**src/include/pad_params.svh**
```systemverilog
// ========================================
// pad mask stage parameters
// kernel limit, datapath count, field widths
// and the bit layout of the beat tag word
// ========================================
`ifndef PAD_PARAMS_SVH
`define PAD_PARAMS_SVH

`define KERNEL_W_MAX   7 // widest odd kernel the lookup logic is built for
`define MEMBERS        8 // parallel datapaths that each get a mask bit

`define BITS_KERNEL_W  3 // holds kernel width and clr codes up to 7
`define BITS_COLS      8 // up to 255 columns per row
`define BITS_CIN       6 // up to 63 input channels per column

// tag word layout, kw-1 sits in the low bits
`define I_KERNEL_W_1   0
`define I_IS_CONFIG    3 // first beat of a row, carries no column
`define I_IS_CIN_LAST  4 // last channel of the current column
`define I_IS_COLS_1_K2 5 // column equals cols-1-kw/2
`define TUSER_WIDTH    6

`endif

```
**src/rtl/pad_pkg.sv**
```systemverilog
// ========================================
// pad mask stage types
// shared by the register block, sequencer,
// filter and output buffer
// ========================================
`default_nettype none

`include "pad_params.svh"

package pad_pkg;

    typedef logic [`BITS_KERNEL_W-1:0] kw_t;   // kernel width, always odd
    typedef logic [`BITS_COLS-1:0]     col_t;  // column count or column index
    typedef logic [`BITS_CIN-1:0]      cin_t;  // channel count or channel index

    // 0 is center, odd codes are left edge columns, even nonzero codes are right edge
    typedef logic [`BITS_KERNEL_W-1:0] clr_t;

    typedef logic [`TUSER_WIDTH-1:0]   tuser_t; // tag word travelling with every beat

endpackage

`default_nettype wire

```
**src/rtl/pad_cfg_apb.sv**
```systemverilog
// ========================================
// pad configuration registers on APB
// holds kernel width, columns and channels,
// launches a row and reports busy
// ========================================
`timescale 1ns/1ps
`default_nettype none

`include "pad_params.svh"

module pad_cfg_apb import pad_pkg::*; (
    input  wire logic        aclk,
    input  wire logic        reset,
    input  wire logic        psel,
    input  wire logic        penable,
    input  wire logic        pwrite,
    input  wire logic [11:0] paddr,
    input  wire logic [31:0] pwdata,
    input  wire logic        done,    // row finished, clears busy
    output logic      [31:0] prdata,
    output logic             pready,
    output logic             pslverr,
    output logic             start,   // one cycle, same cycle as the access phase
    output kw_t              kw,
    output col_t             cols,
    output cin_t             cins
);

    logic access;  // access phase of any transfer
    logic mapped;  // address hits one of the four registers
    logic bad;     // legal address but the write must be refused
    logic wr_ok;   // write that actually lands
    logic busy;

    assign access  = psel & penable;
    assign pready  = access;                     // never wait states
    assign pslverr = access & (!mapped | bad);
    assign wr_ok   = access & pwrite & mapped & !bad;
    assign start   = wr_ok & (paddr == 12'h00c);

    always_comb begin
        mapped = 1'b1;
        bad    = 1'b0;
        prdata = '0;
        case (paddr)
            12'h000: begin
                prdata = 32'(kw);
                bad    = pwrite & (!pwdata[0] | (pwdata > `KERNEL_W_MAX)); // even or too wide
            end
            12'h004: prdata = 32'(cols);
            12'h008: prdata = 32'(cins);
            12'h00c: begin
                prdata = 32'(busy);
                bad    = pwrite & busy; // no second start while a row runs
            end
            default: mapped = 1'b0;
        endcase
    end

    always_ff @(posedge aclk) begin
        if (reset) begin
            kw   <= kw_t'(1);  // smallest legal kernel
            cols <= col_t'(1);
            cins <= cin_t'(1);
            busy <= 1'b0;
        end else begin
            if (wr_ok && paddr == 12'h000) kw   <= pwdata[`BITS_KERNEL_W-1:0];
            if (wr_ok && paddr == 12'h004) cols <= pwdata[`BITS_COLS-1:0];
            if (wr_ok && paddr == 12'h008) cins <= pwdata[`BITS_CIN-1:0];
            if (start) begin
                busy <= 1'b1;
            end else if (done) begin
                busy <= 1'b0; // sequencer has sent its last beat
            end
        end
    end

    // the sequencer only reports the end of a row that was launched from here
    a_done_busy: assert property (@(posedge aclk) disable iff (reset)
        done |-> busy);

endmodule

`default_nettype wire

```
**src/rtl/pad_col_seq.sv**
```systemverilog
// ========================================
// pad row sequencer
// emits a config beat, then one beat per
// column and channel with its tag bits
// ========================================
`timescale 1ns/1ps
`default_nettype none

`include "pad_params.svh"

module pad_col_seq import pad_pkg::*; (
    input  wire logic aclk,
    input  wire logic reset,
    input  wire logic start,
    input  wire kw_t  kw,
    input  wire col_t cols,
    input  wire cin_t cins,
    input  wire logic clken,      // output buffer has room
    output logic      beat_valid,
    output tuser_t    beat_user,
    output logic      done
);

    logic                is_cfg;     // current beat is the config beat
    col_t                col;        // column of the current beat
    cin_t                cin;        // channel of the current beat
    kw_t                 kw_r;       // row settings latched at start
    col_t                cols_r;
    cin_t                cins_r;
    logic                xfer;       // beat accepted this cycle
    logic                cin_last;
    logic                col_last;
    logic [`BITS_COLS:0] col_k2;     // col + kw/2, one bit wider so it cannot wrap

    assign xfer     = beat_valid & clken;
    assign cin_last = (cin == cin_t'(cins_r - 1'b1));
    assign col_last = (col == col_t'(cols_r - 1'b1));
    assign col_k2   = {1'b0, col} + (`BITS_COLS+1)'(kw_r >> 1);

    always_comb begin
        beat_user = '0;
        beat_user[`I_KERNEL_W_1 +: `BITS_KERNEL_W] = kw_r - 1'b1; // kw-1 rides on every beat
        beat_user[`I_IS_CONFIG]    = is_cfg;
        beat_user[`I_IS_CIN_LAST]  = !is_cfg & cin_last;
        // marks the column where the right padding region starts to build up
        beat_user[`I_IS_COLS_1_K2] = !is_cfg & ((kw_r >> 1) != '0) &
                                     (col_k2 == ({1'b0, cols_r} - 1'b1));
    end

    always_ff @(posedge aclk) begin
        if (reset) begin
            beat_valid <= 1'b0;
            is_cfg     <= 1'b0;
            done       <= 1'b0;
            col        <= '0;
            cin        <= '0;
        end else begin
            done <= 1'b0;
            if (start) begin
                beat_valid <= 1'b1; // config beat goes out the next cycle
                is_cfg     <= 1'b1;
            end else if (xfer) begin
                if (is_cfg) begin
                    is_cfg <= 1'b0;
                    col    <= '0;
                    cin    <= '0;
                end else if (cin_last) begin
                    cin <= '0;
                    if (col_last) begin
                        beat_valid <= 1'b0; // row complete
                        done       <= 1'b1;
                    end else begin
                        col <= col + 1'b1;
                    end
                end else begin
                    cin <= cin + 1'b1;
                end
            end
        end
    end

    // settings are payload and only sampled when a row starts
    always_ff @(posedge aclk) begin
        if (start) begin
            kw_r   <= kw;
            cols_r <= cols;
            cins_r <= cins;
        end
    end

endmodule

`default_nettype wire

```
**src/rtl/pad_filter.sv**
```systemverilog
// ========================================
// pad filter
// tracks the start and end columns of a row
// and looks up full mask, partial mask and
// the center/left/right code per datapath
// ========================================
`timescale 1ns/1ps
`default_nettype none

`include "pad_params.svh"

module pad_filter import pad_pkg::*; #(
    parameter int KERNEL_W_MAX_P = `KERNEL_W_MAX
) (
    input  wire logic           aclk,
    input  wire logic           reset,
    input  wire logic           clken,
    input  wire logic           beat_valid,
    input  wire tuser_t         beat_user,
    output logic [`MEMBERS-1:0] mask_full,
    output logic [`MEMBERS-1:1] mask_partial,  // member 0 never carries a partial sum
    output clr_t [`MEMBERS-1:0] clr
);

    localparam int KW2_MAX = KERNEL_W_MAX_P / 2; // 7 -> 3, 5 -> 2, 3 -> 1

    logic [`BITS_KERNEL_W-2:0] kw2;         // kw/2, the upper bits of kw-1
    logic                      is_config;
    logic                      reg_clken;   // registers move once per column
    logic [KW2_MAX:1]          col_start_q; // bit i set during column i-1
    logic [KW2_MAX:1]          col_end_q;   // bit i set during column cols-1-kw2+i
    logic [KW2_MAX:1]          col_start_in;
    logic [KW2_MAX:1]          col_end_in;
    logic [KW2_MAX:0]          col_end;     // bit 0 is the current beat's own flag
    clr_t                      clr_left_in;
    clr_t                      clr_left_q;
    clr_t                      clr_right;
    clr_t                      clr_code;

    assign kw2       = beat_user[`I_KERNEL_W_1+1 +: `BITS_KERNEL_W-1];
    assign is_config = beat_user[`I_IS_CONFIG];
    assign reg_clken = clken & beat_valid & (beat_user[`I_IS_CIN_LAST] | is_config);
    assign col_end   = {col_end_q, beat_user[`I_IS_COLS_1_K2] & (kw2 != '0)};

    always_comb begin
        // the config beat seeds the start chain, every column end shifts it up
        col_start_in = col_start_q << 1;
        col_end_in   = col_end_q << 1;
        col_end_in[1] = beat_user[`I_IS_COLS_1_K2] & (kw2 != '0);
        if (is_config) begin
            col_start_in    = '0;
            col_start_in[1] = (kw2 != '0);
            col_end_in      = '0;   // drop anything left over from the last row
        end
        // left code counts down towards the center, 2k-1 in column 0 and 1 in column k-1
        clr_left_in = '0;
        for (int i = 1; i <= KW2_MAX; i++) begin
            if (col_start_in[i] && i <= int'(kw2)) begin
                clr_left_in = clr_t'(2 * (int'(kw2) - i) + 1);
            end
        end
        // right code counts up, 2 at the first padded column and 2k at the last
        clr_right = '0;
        for (int i = 1; i <= KW2_MAX; i++) begin
            if (col_end_q[i]) clr_right = clr_t'(2 * i);
        end
        clr_code = (clr_right != '0) ? clr_right : clr_left_q;
    end

    always_ff @(posedge aclk) begin
        if (reset) begin
            col_start_q <= '0;
            col_end_q   <= '0;
            clr_left_q  <= clr_t'(1);
        end else if (reg_clken) begin
            col_start_q <= col_start_in;
            col_end_q   <= col_end_in;
            clr_left_q  <= clr_left_in;
        end
    end

    for (genvar m = 0; m < `MEMBERS; m++) begin : g_full
        logic [KW2_MAX:0] allow;
        assign allow[0] = 1'b1;            // kw = 1 needs no padding at all
        for (genvar k2 = 1; k2 <= KW2_MAX; k2++) begin : g_kw
            localparam int KW        = 2 * k2 + 1;
            localparam bit FULL_DP   = (m % KW) == KW - 1;             // holds a finished sum
            localparam bit UNUSED    = m >= (`MEMBERS / KW) * KW;      // no whole kernel fits
            localparam bit MALFORMED = (m % KW) < k2;                  // sum is garbage at row end
            assign allow[k2] = (FULL_DP && !(|col_start_q[k2:1])) ||
                               (col_end_q[k2] && !MALFORMED && !UNUSED);
        end
        assign mask_full[m] = allow[kw2] | is_config;
        assign clr[m]       = clr_code;   // every member sees the same column position
    end

    for (genvar m = 1; m < `MEMBERS; m++) begin : g_partial
        logic [KW2_MAX:0] stop;
        assign stop[0] = 1'b1;
        for (genvar k2 = 1; k2 <= KW2_MAX; k2++) begin : g_kw
            localparam int KW     = 2 * k2 + 1;
            localparam int J      = m % KW;
            localparam bit UNUSED = m >= (`MEMBERS / KW) * KW;
            if (J > k2) begin : g_hi
                assign stop[k2] = col_end[k2] || UNUSED;        // only the last column is cut
            end else begin : g_lo
                assign stop[k2] = (|col_end[k2:J]) || UNUSED;   // the blocking triangle
            end
        end
        assign mask_partial[m] = !stop[kw2];
    end

    // kernel width comes from the APB block through the sequencer
    a_kw_odd: assert property (@(posedge aclk) disable iff (reset)
        beat_valid |-> !beat_user[`I_KERNEL_W_1] && (kw2 <= KW2_MAX));

endmodule

`default_nettype wire

```
**src/rtl/pad_out_buf.sv**
```systemverilog
// ========================================
// pad output buffer
// two entries of masks and tags, stalls the
// sequencer and filter through clken
// ========================================
`timescale 1ns/1ps
`default_nettype none

`include "pad_params.svh"

module pad_out_buf import pad_pkg::*; (
    input  wire logic               aclk,
    input  wire logic               reset,
    input  wire logic               in_valid,
    input  wire logic [`MEMBERS-1:0] mask_full,
    input  wire logic [`MEMBERS-1:1] mask_partial,
    input  wire clr_t [`MEMBERS-1:0] clr,
    input  wire tuser_t             user,
    input  wire logic               out_ready,
    output logic                    clken,            // room for one more beat
    output logic                    out_valid,
    output logic [`MEMBERS-1:0]     out_mask_full,
    output logic [`MEMBERS-1:1]     out_mask_partial,
    output clr_t [`MEMBERS-1:0]     out_clr,
    output logic                    out_is_config,
    output logic                    out_cin_last
);

    logic [`MEMBERS-1:0] full_mem [2];
    logic [`MEMBERS-1:1] part_mem [2];
    clr_t [`MEMBERS-1:0] clr_mem  [2];
    logic                cfg_mem  [2];
    logic                last_mem [2];
    logic [1:0]          count;
    logic                wr_ptr;
    logic                rd_ptr;
    logic                wr;
    logic                rd;

    assign clken     = (count != 2'd2);
    assign wr        = in_valid & clken;
    assign out_valid = (count != 2'd0);
    assign rd        = out_valid & out_ready;

    assign out_mask_full    = full_mem[rd_ptr]; // head entry stays put until taken
    assign out_mask_partial = part_mem[rd_ptr];
    assign out_clr          = clr_mem[rd_ptr];
    assign out_is_config    = cfg_mem[rd_ptr];
    assign out_cin_last     = last_mem[rd_ptr];

    always_ff @(posedge aclk) begin
        if (reset) begin
            count  <= '0;
            wr_ptr <= 1'b0;
            rd_ptr <= 1'b0;
        end else begin
            if (wr) wr_ptr <= ~wr_ptr;
            if (rd) rd_ptr <= ~rd_ptr;
            count <= count + 2'(wr) - 2'(rd);
        end
    end

    always_ff @(posedge aclk) begin
        if (wr) begin
            full_mem[wr_ptr] <= mask_full;
            part_mem[wr_ptr] <= mask_partial;
            clr_mem[wr_ptr]  <= clr;
            cfg_mem[wr_ptr]  <= user[`I_IS_CONFIG];
            last_mem[wr_ptr] <= user[`I_IS_CIN_LAST];
        end
    end

    // a beat refused by the full buffer must still be offered unchanged next cycle
    a_no_full_write: assert property (@(posedge aclk) disable iff (reset)
        in_valid && !clken |=> in_valid && $stable(user));

endmodule

`default_nettype wire

```
**src/rtl/pad_top.sv**
```systemverilog
// ========================================
// pad mask stage top level
// APB config, row sequencer, pad filter
// and output buffer in a chain
// ========================================
`timescale 1ns/1ps
`default_nettype none

`include "pad_params.svh"

module pad_top import pad_pkg::*; (
    input  wire logic               aclk,
    input  wire logic               reset,
    input  wire logic               psel,
    input  wire logic               penable,
    input  wire logic               pwrite,
    input  wire logic [11:0]        paddr,
    input  wire logic [31:0]        pwdata,
    output logic      [31:0]        prdata,
    output logic                    pready,
    output logic                    pslverr,
    input  wire logic               out_ready,
    output logic                    out_valid,
    output logic [`MEMBERS-1:0]     out_mask_full,
    output logic [`MEMBERS-1:1]     out_mask_partial,
    output clr_t [`MEMBERS-1:0]     out_clr,
    output logic                    out_is_config,
    output logic                    out_cin_last
);

    logic                start;
    logic                done;
    kw_t                 kw;
    col_t                cols;
    cin_t                cins;
    logic                beat_valid;
    tuser_t              beat_user;
    logic                clken;        // shared stall for sequencer and filter
    logic [`MEMBERS-1:0] mask_full;
    logic [`MEMBERS-1:1] mask_partial;
    clr_t [`MEMBERS-1:0] clr;

    pad_cfg_apb u_cfg (
        .aclk, .reset, .psel, .penable, .pwrite, .paddr, .pwdata,
        .done, .prdata, .pready, .pslverr, .start, .kw, .cols, .cins
    );

    pad_col_seq u_seq (
        .aclk, .reset, .start, .kw, .cols, .cins, .clken,
        .beat_valid, .beat_user, .done
    );

    pad_filter #(.KERNEL_W_MAX_P(`KERNEL_W_MAX)) u_filter (
        .aclk, .reset, .clken, .beat_valid, .beat_user,
        .mask_full, .mask_partial, .clr
    );

    pad_out_buf u_buf (
        .aclk, .reset, .in_valid(beat_valid), .mask_full, .mask_partial, .clr,
        .user(beat_user), .out_ready, .clken, .out_valid, .out_mask_full,
        .out_mask_partial, .out_clr, .out_is_config, .out_cin_last
    );

endmodule

`default_nettype wire

```
**config.mk**
```make
export PLATFORM = sky130hd
export DESIGN_NAME = pad_top
export DESIGN_NICKNAME = d
export VERILOG_FILES = /design/src/rtl/pad_pkg.sv /design/src/rtl/pad_cfg_apb.sv /design/src/rtl/pad_col_seq.sv /design/src/rtl/pad_filter.sv /design/src/rtl/pad_out_buf.sv /design/src/rtl/pad_top.sv
export VERILOG_INCLUDE_DIRS = /design/src /design/src/include
export SDC_FILE = /design/constraint.sdc
export NUM_CORES = 1
export LEC_CHECK = 0
export BUFFER_PORTS_ARGS = -buffer_cell sky130_fd_sc_hd__clkbuf_2
export CAP_MARGIN = 20
export CORE_UTILIZATION = 59
export CTS_BUF_LIST = sky130_fd_sc_hd__clkbuf_8
export DETAILED_ROUTE_END_ITERATION = 6
export PLACE_DENSITY = 0.83
export RECOVER_POWER = 25
export SETUP_SLACK_MARGIN = 0.2
export SLEW_MARGIN = 20
export SYNTH_ARGS = -nofsm -noshare
export SYNTH_HDL_FRONTEND = slang
export SYNTH_HIERARCHICAL = 1
export SYNTH_SLANG_ARGS = --single-unit
```
**constraint.sdc**
```tcl
create_clock -name aclk -period 3.7 [get_ports aclk]
set_clock_uncertainty 0.1 [all_clocks]
set_input_delay 0.185 -clock aclk [delete_from_list [all_inputs] [get_ports aclk]]
set_output_delay 0.185 -clock aclk [all_outputs]
set_load 0.02 [all_outputs]
```
* Yosys cells after proc, flatten, opt, wreduce, memory -nomap -nowiden
Memories as Yosys holds them, arrays and structs flattened. A register that Yosys moved wholly into a read port is not among the register bits.
Cells that the tools add are included.
** Cells by class
- Add/subtract/negate cells :: 15
- Shift-type cells :: 0
- Div/mod/pow operators :: 0
- Multiply operators :: 0
- Multiplexer cells :: 67
- Reduce and logical (&&, ||, !) cells :: 44
- Equality and inequality tests :: 9
- Order comparisons :: 5
- Bitwise gates (word level) :: 30
** Operators by type and width (count)
- two-way mux 1 bit :: 37
- greater-than comparator 32 x 3 -> 1 bit (second input constant) :: 1
- case mux 8 bit (4 select lines) :: 1
- binary-select mux 1 bit (select 2 bit) :: 14
- == test 12 x 4 -> 1 bit (second input constant) :: 2
- two-way mux 3 bit :: 8
- two-way mux 8 bit :: 3
- AND 1 bit :: 15
- logical NOT 1 bit :: 14
- nonzero test 2 bit :: 7
- == test 12 x 3 -> 1 bit (second input constant) :: 1
- logical NOT 12 bit :: 1
- two-way mux 6 bit :: 2
- bitwise OR 1 bit :: 10
- adder 3 x 2 -> 3 bit (second input constant) :: 3
- adder 8 x 2 -> 9 bit :: 1
- == test 9 bit :: 1
- subtractor 8 x 1 -> 9 bit (second input constant) :: 1
- adder 8 x 1 -> 8 bit (second input constant) :: 1
- == test 8 bit :: 1
- AND reduction 4 bit :: 2
- OR reduction 2 bit :: 4
- subtractor 8 x 1 -> 8 bit (second input constant) :: 1
- adder 6 x 1 -> 6 bit (second input constant) :: 1
- 22 further kinds :: 38
** Word-level totals
- Word-level logic and storage cells :: 193
- ROM bits :: 0
- Memory bits (writable) :: 82
- Latch bits :: 0
- Output and inout port bits :: 76
- Input bits :: 50
- Flip-flop bits (word level) :: 65
- Memories :: 5
** Memory list
- u_buf.clr_mem :: depth 2, bits a word 24, rd ports 1, clocked after Yosys merged registers in 1, wr ports 1, RTL line pad_out_buf.sv:31 : clr_t [`MEMBERS-1:0] clr_mem [2];
- u_buf.full_mem :: depth 2, bits a word 8, rd ports 1, clocked after Yosys merged registers in 1, wr ports 1, RTL line pad_out_buf.sv:29 : logic [`MEMBERS-1:0] full_mem [2];
- u_buf.part_mem :: depth 2, bits a word 7, rd ports 1, clocked after Yosys merged registers in 1, wr ports 1, RTL line pad_out_buf.sv:30 : logic [`MEMBERS-1:1] part_mem [2];
- u_buf.cfg_mem :: depth 2, bits a word 1, rd ports 1, clocked after Yosys merged registers in 1, wr ports 1, RTL line pad_out_buf.sv:32 : logic cfg_mem [2];
- u_buf.last_mem :: depth 2, bits a word 1, rd ports 1, clocked after Yosys merged registers in 1, wr ports 1, RTL line pad_out_buf.sv:33 : logic last_mem [2];

* Depth between registers and ports, before layout
- Word-level depth :: 9
- Gate-level depth with buffers :: 13
- Depth with buffers taken out :: 12

* Cells and area by module
The synthesis kept the hierarchy.
** Modules (own cells, without submodules)
- pad_out_buf :: seq. area each 2562.5 um^2, area each 3218.1 um^2, instances 1, cells an instance 157
- pad_col_seq :: seq. area each 850.8 um^2, area each 2068.2 um^2, instances 1, cells an instance 218
- pad_cfg_apb :: seq. area each 360.3 um^2, area each 1251.2 um^2, instances 1, cells an instance 155
- pad_filter :: seq. area each 180.2 um^2, area each 888.4 um^2, instances 1, cells an instance 115

* Worst setup path after synthesis
OpenSTA, ideal clock, no wires.
- Kind :: input port to flip-flop
- From :: input paddr[5]
- To :: register u_seq.col[3]
- Data arrival time :: 3257 ps
- Stages :: 8
- Library setup time :: 60 ps
- Setup slack :: 283 ps
- Path buffers :: 1
- Required time :: 3540 ps
- Path through :: nor4_1 > nand4_1 > nor3_1 > nor2_1 > clkbuf_1 > a21o_1 > a311o_1 > nand2_1
** Between the ends
- Longest elaborated chain between the ends :: 8
- Elaborated cells on any way between the ends :: 13
- Those cells by class :: eq/ne (3); mux (2); bitwise (4); reduce/logical (4)
** Ends and longest elaborated chain
- start: declaration :: RTL line pad_top.sv:17 : input wire logic [11:0] paddr,
- == test 12 x 4 -> 1 bit (tied with other cells) :: RTL line pad_cfg_apb.sv:45 : case (paddr)
- OR reduction 4 bit (no source line)
- two-way mux 1 bit :: RTL line pad_cfg_apb.sv:45
- AND 1 bit (2 in a row) :: RTL line pad_cfg_apb.sv:38 : assign wr_ok = access & pwrite & mapped & !bad;
- AND 1 bit (*) :: RTL line pad_cfg_apb.sv:39 : assign start = wr_ok & (paddr == 12'h00c);
- via start :: RTL line pad_top.sv:31 : logic start;
- inverter 1 bit (no source line) (*)
- AND reduction 4 bit (no source line) (*)
- end signal: assignment :: RTL line pad_col_seq.sv:73 : col <= col + 1'b1;
- end: declaration :: RTL line pad_col_seq.sv:25 : col_t col;
The timed path passes the listed nets; every way through them passes the cells marked *.
A chain may end at the register's enable or synchronous reset.

* Worst setup path in the final report
- From :: register u_seq.kw_r[1]
- To :: memory u_buf/part_mem[1][2] (netlist name) (data pin)
** Between the ends
- Longest elaborated chain between the ends :: 8
- Elaborated cells on any way between the ends :: 12
- Those cells by class :: add/sub (2); eq/ne (1); mux (2); bitwise (3); reduce/logical (4)
** Ends and longest elaborated chain
- start: declaration :: RTL line pad_col_seq.sv:27 : kw_t kw_r;
- start signal: assignment :: RTL line pad_col_seq.sv:85 : kw_r <= kw;
- adder 8 x 2 -> 9 bit or nonzero test 3 bit (tied branches) :: RTL line pad_col_seq.sv:38, pad_col_seq.sv:46
- == test 9 bit or AND 1 bit (tied branches) :: RTL line pad_col_seq.sv:47, pad_col_seq.sv:46
- AND 1 bit (*) :: RTL line pad_col_seq.sv:46 : beat_user[`I_IS_COLS_1_K2] = !is_cfg & ((kw_r >> 1) != '0) &
- via beat_user[5] :: RTL line pad_top.sv:37 : tuser_t beat_user;
- AND 1 bit (*) :: RTL line pad_filter.sv:43 : assign col_end = {col_end_q, beat_user[`I_IS_COLS_1_K2] & (kw2 != '0)};
- OR reduction 2 bit (*)
- binary-select mux 1 bit (select 2 bit) (*) :: RTL line pad_filter.sv:110 : assign mask_partial[m] = !stop[kw2];
- two-way mux 1 bit (not written as such) (*) :: RTL line pad_filter.sv:110
- logical NOT 1 bit (*) :: RTL line pad_filter.sv:110
- via mask_partial (one bit) :: RTL line pad_top.sv:40 : logic [`MEMBERS-1:1] mask_partial;
- end: declaration :: RTL line pad_out_buf.sv:30
The timed path passes the listed nets; every way through them passes the cells marked *. The select of a mux whose other input is x is not followed.

==> reports/results.tsv <==
metric	value	unit
Via density	5.68	
first-pass GRT wire length	23.2	mm
core footprint	0.0122	mm^2
share of layout cells above drive strength 1	21.4	%
Crit-path slowest cell	fa_1	
Synth Area per Inst	11.5	um^2
drt wl/cell	15.8	um
DRC violations left	0	
CTS tree	done	
CP arrival	3160	ps
Ports	126	
power density cells	369	mW/mm^2
Critical Path End Type	flop	
crit-path max cell delay	510	ps
worst-path fanout max	3	
Worst R2R Start	u_seq/kw_r[1]	
period utilisation layout	83.8	%
Final #Nets	789	
Reg clk slew, reported paths	80	ps
Post-synth EDFFs	99	
worst-margin pin slew	984	ps
Critical Path Most Common Cell	o21ai_0	
worst-skew pair later-pin latency	440	ps
asr flop ratio synth	0	%
crit path kind	reg2reg	
unrepaired setup endpoints after global routing	no	
Mapped Area	0.00743	mm^2
Seq/Total Area, Yosys	53.2	%
Final Hold Fails	0	
Initial Utilization	61.1	%
number of buffers created by CTS	17	
Clock Path Buffers	2	
setup bufs post-CTS	0	
family with the most delay on the worst path	compound AO/OA/AOI/OAI gates	
GRT overflow	0	
# rows	40	
RR Endpoint	u_buf/part_mem[1][2]	
Yosys reg bits	148	
slew margin rel.	34.2	%
vias	5161	
max-cap viol count	0	
Buf/Inv on CP	0	
Worst R2R Setup Slack	600	ps
Main synth FF type	edfxtp_1	
Final GP Congestion	0.903	
Synth cell types	77	
max-slew violation count	0	
FF-to-FF path depth	10	
Leakage	3.12	nW
drt pass-1 iters	5	
Worst Hold Path Cells	4	
initial antenna violation count	0	
status	completed	
Ant. Diodes	0	
fmax	322	MHz
port buffer count	101	
crit start category	flop	
H-tree depth	4	
total power	3.02	mW
Final min period	3100	ps
largest net degree at the start of global routing	42	
setup TNS	0	ps
root buffer cell	clkbuf_8	
DP HPWL	10.0	mm
final setup fails	0	
drt total wl	14.3	mm
Die Wd	114	um
Synth Instances	645	
post-route ant nets	0	
CTS sink count	148	
number of global-route vias before repair	4947	
worst-path cell chain	ha_1 > fa_1 > o22ai_1 > a2111oi_1 > nand3_1 > a2111oi_0 > nor2b_1 > nor3_1 > o21ai_0 > o21ai_0	
Area Overhead vs Synth	10.3	%
die area	0.0130	mm^2
Ys Warns	6	
global-route usage over all layers	23.0	%
Detailed Route Iter0 Violations	408	
Hold Crit Start	out_ready	
Hold Crit Class	in2reg	
Req. time, crit path	3760	ps
IR drop worst, VDD	0.226	mV
Die Y-Extent	114	um
[registers in the layout, summed over array words and instances (netlist names), 2 cells and up, named ones only]
name,cells
u_buf/last_mem,2
u_cfg/cins,6
u_seq/col,8
u_seq/cin,6
u_filter/col_start_q,3
u_cfg/kw,3
u_buf/count,2
u_cfg/cols,8
u_buf/cfg_mem,2
u_buf/part_mem,14
u_seq/cols_r,8
u_seq/kw_r,3
u_buf/clr_mem,48
u_buf/full_mem,16
u_filter/col_end_q,3
u_filter/clr_left_q,3
u_seq/cins_r,6
[cells by family after synthesis]
| kind of cell | synth area share, % |
|---|---|
| AO/OA/AOI/OAI | 9.34 |
| XOR/XNOR | 3.30 |
| other | 0.101 |
| buffers and inverters | 7.92 |
| AND/OR/NAND/NOR | 16.4 |
| flip-flops | 53.2 |
| multiplexers | 7.60 |
| adder cells (fa/ha/maj) | 2.12 |
[worst register-to-register path: stages, from the launching register on]
cell       delay (ps)
edfxtp_1          420
ha_1              240
fa_1              510
o22ai_1            90
a2111oi_1         450
nand3_1           120
a2111oi_0         380
nor2b_1           210
nor3_1             60
o21ai_0           140
o21ai_0           120
[routing by layer]
metal  global-route usage [%]  share of wire, %  vias to the layer above  wire length (um)
met1                     27.5                43                     2442              6170
li1                         -                 -                     2466                 -
met2                     40.3                50                      226              7190
met3                     4.24               4.7                       27               673
met5                        0                 0                        -                 0
met4                     10.3               2.1                        0               296
[cells in the mapped netlist, drive strengths merged, types with 14 or more instances]
cell / n / area, um^2
nor3: 14 / 80.1
nor4: 16 / 151
nor2: 47 / 179
dfxtp: 49 / 981
inv: 15 / 56.3
nand4: 15 / 100
edfxtp: 99 / 2970
a21oi: 31 / 155
xor2: 17 / 149
mux2: 41 / 462
nand2: 27 / 101
buf: 65 / 498
nand3: 24 / 120
o21ai: 27 / 135
[cell usage in the layout (no fill, tap or decap), drive strengths merged, types with 5 or more instances in the layout]
cell,instances
edfxtp,99
a21oi,31
nand2,27
nand4,15
ha,11
mux2i,8
o21ai,27
clkbuf,120
a21o,5
and2,5
or2,8
xnor2,11
nor3b,5
inv,22
mux2,41
nor3,14
xor2,17
and3,8
conb,25
nor4,16
o31ai,5
nand3,24
dfxtp,49
nor2,47
nand2b,13
nor2b,11
dlygate4sd3,8
[through the flow]
step | util [%] | setup WS, ps | instance area (um^2) | hold WS, ps | std cells
after floorplan | - | 283 | 7510 | 154 | 668
after global placement | 63.7 | 500 | 7750 | 331 | 868
after detailed placement | 63.7 | 418 | 7750 | 344 | 868
after global routing | 67.4 | 282 | 8190 | 97.8 | 908
final | 67.4 | 599 | 8190 | 57.3 | 908
after CTS | 67.5 | 395 | 8210 | 36.0 | 908
[how the worst max path moves through the flow]
stage / slack [ps] / startpoint / cells after the start / to
finish: 600 / u_seq/kw_r[1] / 10 / u_buf/part_mem[1][2]
detailed placement: 420 / u_seq/cols_r[0] / 12 / u_buf/part_mem[0][2]
floorplan: 280 / paddr[5] / 8 / u_seq/col[3]
global route: 280 / u_seq/col[0] / 10 / u_buf/part_mem[0][2]
global placement: 500 / u_seq/cols_r[0] / 12 / u_buf/part_mem[0][2]
CTS: 400 / u_seq/cols_r[0] / 12 / u_buf/part_mem[0][2]
[power by group]
| part | switching [mW] | total, mW | leakage [nW] | internal, mW |
|---|---|---|---|---|
| registers | 0.000106 | 1.74 | 1.33 | 1.74 |
| logic | 0.0632 | 0.0981 | 1.61 | 0.0349 |
| clock network | 0.638 | 1.18 | 0.189 | 0.547 |
[cell type report]
class / instances / area [um^2]
fillers: 904 / 3970
flip-flops and latches: 148 / 3960
multi-input cells: 431 / 2980
repair buffers: 114 / 611
clock buffers: 17 / 234
well taps: 168 / 210
clock inverters: 15 / 145
inverters: 15 / 56.3
[timing repair]
action | 4_1_cts | 5_1_grt
setup endpoints to repair | 0 | 2
gates resized for setup | 0 | 2
hold buffers | 8 | 0
endpoints found under the hold margin | 16 | 0
Note: power is estimated with default switching activity, not from simulation.
